**src/rtl/board_pkg.sv**
```systemverilog
/* Shared widths and timing constants for the board glue. RTC divider assumes a 50 MHz soc_clk,
   and the fan frame length is fixed at synthesis time. */

`default_nettype none

package board_pkg;

  //////////////////////////////
  // Real-time clock
  //////////////////////////////

  // soc_clk cycles per RTC half period, 50 MHz / 50 = 1 MHz
  localparam int unsigned RTC_HALF_PERIOD = 25;
  localparam int unsigned RTC_CNT_W       = 5;

  typedef logic [RTC_CNT_W-1:0] rtc_cnt_t;

  //////////////////////////////
  // Fan PWM
  //////////////////////////////

  // Duty setting in sixteenths of a frame
  localparam int unsigned FAN_SETTING_W   = 4;
  localparam int unsigned FAN_FRAME_SLOTS = 16;
  // Frame is FAN_FRAME_SLOTS * FAN_SLOT_CYCLES = 64 cycles
  localparam int unsigned FAN_SLOT_CYCLES = 4;

  typedef logic [FAN_SETTING_W-1:0]            fan_setting_t;
  typedef logic [$clog2(FAN_SLOT_CYCLES)-1:0]  fan_slot_cnt_t;

  //////////////////////////////
  // SPI host pins
  //////////////////////////////

  localparam int unsigned SPI_NUM_CS = 2;
  localparam int unsigned SPI_NUM_SD = 4;

  typedef logic [SPI_NUM_CS-1:0] spi_cs_t;
  typedef logic [SPI_NUM_SD-1:0] spi_sd_t;

endpackage

`default_nettype wire

```
**src/rtl/rtc_clk_div.sv**
```systemverilog
/* Free-running RTC square wave, soc_clk divided by 2 * RTC_HALF_PERIOD.
   Expects a reset already synchronized to soc_clk. */

`timescale 1ns/10ps
`default_nettype none

module rtc_clk_div (
  input  logic soc_clk,
  input  logic rst_n,
  output logic rtc_o
);

  import board_pkg::*;

  rtc_cnt_t cnt_q;
  logic     wrap;
  logic     rtc_q;

  // Last cycle of a half period
  assign wrap = (cnt_q == rtc_cnt_t'(RTC_HALF_PERIOD - 1));

  always_ff @(posedge soc_clk or negedge rst_n) begin
    if (!rst_n) begin
      cnt_q <= '0;
    end else if (wrap) begin
      cnt_q <= '0;
    end else begin
      cnt_q <= cnt_q + 1'b1;
    end
  end

  // Toggle once per half period
  always_ff @(posedge soc_clk or negedge rst_n) begin
    if (!rst_n) begin
      rtc_q <= 1'b0;
    end else if (wrap) begin
      rtc_q <= ~rtc_q;
    end
  end

  assign rtc_o = rtc_q;

  //////////////////////////////
  // Checks
  //////////////////////////////

  // Counter must never run past the wrap point
  a_cnt_in_range : assert property (
    @(posedge soc_clk) disable iff (!rst_n)
    cnt_q <= rtc_cnt_t'(RTC_HALF_PERIOD - 1)
  ) else $error("rtc_clk_div: counter out of range 0x%0h", cnt_q);

endmodule

`default_nettype wire

```
**src/rtl/fan_pwm_ctrl.sv**
```systemverilog
/* Fan PWM with duty in sixteenths of a 64-cycle frame. Switch changes take effect
   only at a frame boundary, so the output lags a new setting by up to two frames. */

`timescale 1ns/10ps
`default_nettype none

module fan_pwm_ctrl (
  input  logic                    soc_clk,
  input  logic                    rst_n,
  input  board_pkg::fan_setting_t fan_sw_i,
  output logic                    fan_pwm_o
);

  import board_pkg::*;

  fan_setting_t sw_meta_q;
  fan_setting_t sw_sync_q;
  fan_setting_t setting_q;

  fan_slot_cnt_t presc_q;
  logic [$clog2(FAN_FRAME_SLOTS)-1:0] slot_q;

  logic slot_end;
  logic frame_end;
  logic pwm_q;

  //////////////////////////////
  // Switch synchronizer
  //////////////////////////////

  // Board switches are asynchronous to soc_clk
  always_ff @(posedge soc_clk or negedge rst_n) begin
    if (!rst_n) begin
      sw_meta_q <= '0;
      sw_sync_q <= '0;
    end else begin
      sw_meta_q <= fan_sw_i;
      sw_sync_q <= sw_meta_q;
    end
  end

  //////////////////////////////
  // Slot and frame counters
  //////////////////////////////

  assign slot_end  = (presc_q == fan_slot_cnt_t'(FAN_SLOT_CYCLES - 1));
  assign frame_end = slot_end && (slot_q == ($bits(slot_q))'(FAN_FRAME_SLOTS - 1));

  always_ff @(posedge soc_clk or negedge rst_n) begin
    if (!rst_n) begin
      presc_q <= '0;
    end else if (slot_end) begin
      presc_q <= '0;
    end else begin
      presc_q <= presc_q + 1'b1;
    end
  end

  // One step per slot, wraps to zero at the end of a frame
  always_ff @(posedge soc_clk or negedge rst_n) begin
    if (!rst_n) begin
      slot_q <= '0;
    end else if (frame_end) begin
      slot_q <= '0;
    end else if (slot_end) begin
      slot_q <= slot_q + 1'b1;
    end
  end

  // Setting is frozen for a whole frame
  always_ff @(posedge soc_clk or negedge rst_n) begin
    if (!rst_n) begin
      setting_q <= '0;
    end else if (frame_end) begin
      setting_q <= sw_sync_q;
    end
  end

  //////////////////////////////
  // Output
  //////////////////////////////

  // High for the first setting_q slots, one cycle behind the slot counter
  always_ff @(posedge soc_clk or negedge rst_n) begin
    if (!rst_n) begin
      pwm_q <= 1'b0;
    end else begin
      pwm_q <= (slot_q < setting_q);
    end
  end

  assign fan_pwm_o = pwm_q;

  // Output may not leak high across a frame boundary into a zero setting
  a_off_when_zero : assert property (
    @(posedge soc_clk) disable iff (!rst_n)
    (setting_q == '0) |-> !fan_pwm_o
  ) else $error("fan_pwm_ctrl: fan_pwm_o high with zero setting");

endmodule

`default_nettype wire

```
**src/rtl/board_glue_top.sv**
```systemverilog
/* Board glue around the SoC: reset synchronizer, RTC divider, fan PWM and SD-card SPI pins.
   SD reset, DAT1/DAT2 tie-offs and pad buffers are left to the board constraints. */

`timescale 1ns/10ps
`default_nettype none

module board_glue_top (
  input  logic                    soc_clk,
  input  logic                    rst_n,

  // Fan control
  input  board_pkg::fan_setting_t fan_sw_i,
  output logic                    fan_pwm_o,

  // Real-time clock to the SoC
  output logic                    rtc_o,

  // SPI host side of the SoC
  input  logic                    spih_sck_i,
  input  logic                    spih_sck_en_i,
  input  board_pkg::spi_cs_t      spih_csb_i,
  input  board_pkg::spi_cs_t      spih_csb_en_i,
  input  board_pkg::spi_sd_t      spih_sd_i,
  input  board_pkg::spi_sd_t      spih_sd_en_i,
  output board_pkg::spi_sd_t      spih_sd_o,

  // SD-card pins
  output logic                    sd_sclk_o,
  output logic                    sd_cs_o,
  output logic                    sd_cmd_o,
  input  logic                    sd_dat0_i
);

  import board_pkg::*;

  logic [1:0] rst_sync_q;
  logic       soc_rst_n;
  spi_sd_t    miso_lanes;

  //////////////////////////////
  // Reset synchronizer
  //////////////////////////////

  // Asserts at once, releases two soc_clk edges after rst_n rises
  always_ff @(posedge soc_clk or negedge rst_n) begin
    if (!rst_n) begin
      rst_sync_q <= 2'b00;
    end else begin
      rst_sync_q <= {rst_sync_q[0], 1'b1};
    end
  end

  assign soc_rst_n = rst_sync_q[1];

  //////////////////////////////
  // RTC divider
  //////////////////////////////

  rtc_clk_div i_rtc_clk_div (
    .soc_clk ( soc_clk   ),
    .rst_n   ( soc_rst_n ),
    .rtc_o   ( rtc_o     )
  );

  //////////////////////////////
  // Fan control
  //////////////////////////////

  fan_pwm_ctrl i_fan_pwm_ctrl (
    .soc_clk   ( soc_clk   ),
    .rst_n     ( soc_rst_n ),
    .fan_sw_i  ( fan_sw_i  ),
    .fan_pwm_o ( fan_pwm_o )
  );

  //////////////////////////////
  // SD-card SPI pins
  //////////////////////////////

  // Every SD pin idles high while its enable is off

  // SCK to SD CLK
  assign sd_sclk_o = spih_sck_en_i    ? spih_sck_i    : 1'b1;

  // Chip select 0 to SD DAT3
  assign sd_cs_o   = spih_csb_en_i[0] ? spih_csb_i[0] : 1'b1;

  // MOSI on lane 0 to SD CMD
  assign sd_cmd_o  = spih_sd_en_i[0]  ? spih_sd_i[0]  : 1'b1;

  // MISO from SD DAT0 returns on lane 1, other lanes read zero
  always_comb begin
    miso_lanes    = '0;
    miso_lanes[1] = sd_dat0_i;
  end

  assign spih_sd_o = miso_lanes;

  // CS1 and lanes 1 to 3 have no SD pin
  // (spih_csb_i[1], spih_sd_i[3:1] and their enables stay unconnected)

endmodule

`default_nettype wire

```
**config.mk**
```make
export PLATFORM = sky130hd
export DESIGN_NAME = board_glue_top
export DESIGN_NICKNAME = d
export VERILOG_FILES = /design/src/rtl/board_pkg.sv /design/src/rtl/rtc_clk_div.sv /design/src/rtl/fan_pwm_ctrl.sv /design/src/rtl/board_glue_top.sv
export SDC_FILE = /design/constraint.sdc
export NUM_CORES = 1
export LEC_CHECK = 0
export CORE_AREA = 2 2 57 65
export CTS_BUF_LIST = sky130_fd_sc_hd__clkbuf_8
export CTS_CLUSTER_SIZE = 12
export DETAILED_ROUTE_END_ITERATION = 8
export DIE_AREA = 0 0 59 67
export DONT_BUFFER_PORTS = 1
export GPL_TIMING_DRIVEN = 0
export PLACE_DENSITY = 0.46
export SETUP_SLACK_MARGIN = 0.15
export SLEW_MARGIN = 40
export SYNTH_ARGS = -nofsm -noshare
export SYNTH_HDL_FRONTEND = slang
export SYNTH_SLANG_ARGS = --single-unit
```
**constraint.sdc**
```tcl
create_clock -name soc_clk -period 0.9 [get_ports soc_clk]
set_input_delay 0.135 -clock soc_clk [delete_from_list [all_inputs] [get_ports soc_clk]]
set_output_delay 0.135 -clock soc_clk [all_outputs]
set_load 0.02 [all_outputs]
```
==> impl_metrics.tcl <==
set metrics [dict create \
    worstSetupStartpointType "flip-flop" \
    reg2reg_depth 4 \
    maxCapViolCount 0 \
    critical_path.max_fanout 5 \
    h-tree-depth 1 \
    status "finished with violations" \
    period_minus_slack_ps 1240 \
    ioPinCount 30 \
    synth_area_mm2 0.00109 \
    start_util_pct 33.6 \
    antenna_found_initial 0 \
    coreArea_mm2 0.00325 \
    netlist-cell-type-count 24 \
    num_antenna_cells 0 \
    grt_pass1_wl_mm 2.99 \
    wl_per_cell_um 11.9 \
    die_x_um 59 \
    cp.arrival_ps 1410 \
    cts_buffers 3 \
    critPathCaptureType "flip-flop" \
    synthArstFlopShare_pct 100 \
    synth_edf_count 0 \
    timing.fmax_ghz 0.809 \
    critPathKind "reg2reg" \
    drt-total-wl_mm 1.74 \
    hp-class "in2async" \
    layout.nets 139 \
    p_per_area_mw_per_mm2 1340 \
    setup_viol 16 \
    area_growth_syn_to_layout_pct 38.2 \
    cts_buffer_depth 2 \
    syn_area_per_cell_um2 12.8 \
    slew_violations 0 \
    place.gp.congestion 0.631 \
    cts_tree "done" \
    die_y_um 67 \
    seq_area_frac_synth_pct 62.0 \
    multiInputGateArea_um2 483 \
    grt_pass1_vias 659 \
    fillers 299 \
    rows 22 \
    dp.cells 123 \
    rsz0062_at_grt "true" \
    cts.sinks 27 \
    drt_iter0_markers 5 \
    drcViolationCount 0 \
    required_ps 1070 \
    ys.flop_type "dfrtp_1" \
    setup_tns_ps -3870 \
    via_per_inst 4.62 \
    overflow 0 \
    clk_latency_ps 280 \
    route.vias.total 674 \
    hold_viol 0 \
    grt_max_degree 26 \
    synth_cells 85 \
    ant_nets 0 \
    layout_common_cells "dfrtp_1 (22), buf_4 (14), buf_6 (6)" \
    drive_above_1_share_pct 47.3 \
    ys_ff_latch 27 \
    stdcell_count 146 \
    register_area_um2 684 \
    skew_ps 8.48 \
    root_buffer "clkbuf_8" \
    setup_slack_ps -336 \
    grt_use_total_pct 10.7 \
    power.leakage_nw 0.693 \
    yosysWarnings 0 \
    ir_worst_vdd_mv 0.668 \
    dp_slack_ps -340 \
    period_share_pct 137 \
    final_common_cell "dfrtp_1" \
    die-area_mm2 0.00395 \
    cts.reportedPaths.clkPinSlew_ps 100 \
    dr.pass1.iters 4 \
    io_buffers 0 \
    violations "negative setup slack" \
]
## synthesized netlist by cell type, types with 2 or more instances
cell type,instances,area (um^2)
buf_4,5,37.5
dfrtp_1,27,676
inv_1,6,22.5
nand2b_1,3,18.8
xor2_1,2,17.5
ha_1,7,87.6
conb_1,2,7.51
nand3_1,2,10.0
xnor2_1,2,17.5
nand2_1,3,11.3
o21ai_0,4,20.0
nor2_1,6,22.5
mux2_2,5,56.3
## sequential cells by signal (all words and copies together) (netlist names)
name	cells
i_fan_pwm_ctrl.fan_pwm_o	1
i_fan_pwm_ctrl.presc_q	2
i_fan_pwm_ctrl.setting_q	4
i_fan_pwm_ctrl.slot_q	4
i_fan_pwm_ctrl.sw_meta_q	4
i_fan_pwm_ctrl.sw_sync_q	4
i_rtc_clk_div.cnt_q	5
i_rtc_clk_div.rtc_o	1
rst_sync_q	2
## through the flow
stage / util [%] / hold WS [ps] / power, mW / cell area (um^2)
floorplan: - / -161 / 1.32 / 1150
global placement: 36.7 / -161 / 1.33 / 1190
detailed placement: 36.7 / -161 / 1.33 / 1190
CTS: 45.1 / 74.6 / 2.05 / 1470
global route: 46.4 / 72.6 / 2.12 / 1510
finish: 46.4 / 78.9 / 2.02 / 1510
## path summary, 6_finish.rpt
kind | startpoint | endpoint | slack (ps)
worst max-delay path | i_fan_pwm_ctrl.slot_q[1] | i_fan_pwm_ctrl.setting_q[2] | -340
worst min-delay path | rst_n | rst_sync_q[1] | 80
worst max register to register | i_fan_pwm_ctrl.slot_q[1] | i_fan_pwm_ctrl.setting_q[2] | -340
worst min register to register | rst_sync_q[1] | i_fan_pwm_ctrl.sw_meta_q[0] | 230
max in group asynchronous | rst_sync_q[1] | i_fan_pwm_ctrl.slot_q[1] | 400
min in group soc_clk | i_fan_pwm_ctrl.sw_meta_q[1] | i_fan_pwm_ctrl.sw_sync_q[1] | 360
## per-layer routing
layer	up-vias	share of wire, %	global-route usage (%)
met2	21	50	17.1
met4	0	3.4	8.52
met5	-	0	0
li1	319	-	-
met1	329	43	12.1
met3	5	4.2	2.33
## where the power goes
part	leakage, nW	total [mW]	internal (mW)	switching [mW]
sequential	0.315	1.26	1.24	0.0252
combinational	0.355	0.0615	0.0299	0.0316
clock	0.0217	0.700	0.315	0.386
## final cells by class
| class | count | area share (%) |
|---|---|---|
| flip-flops and latches | 27 | 45.4 |
| clock inverters | 1 | 0.498 |
| clock buffers | 3 | 2.74 |
| well taps | 36 | 2.99 |
| inverters | 6 | 1.50 |
| multi-input cells | 48 | 32.1 |
| repair buffers | 19 | 11.3 |
| plain buffers | 6 | 3.49 |
## critical path: stages, from the launching register on
cell and delay, ps:
dfrtp_2 420, buf_6 120, ha_4 150, nand4_4 140, mux2_4 310
## timing repair
action	in CTS	in global routing
endpoints found under the hold margin	6	0
pin swaps	5	2
gates resized for setup	21	7
setup buffers	12	2
hold buffers	5	0
endpoints found under the setup margin	19	21
## kinds of logic (layout without fill, tap and decap cells)
group,count (synthesis),after routing,share of synthesized area [%]
DFF,27,27,62.0
and+or+nand+nor,19,19,9.41
muxes,6,6,6.08
buffers and inverters,12,35,5.97
adders and majority gates,7,7,8.04
other,2,4,0.689
AOI/OAI and AO/OA,8,8,4.59
xor gates and xnor gates,4,4,3.22
No activity file was read; power rests on OpenSTA's default activity.
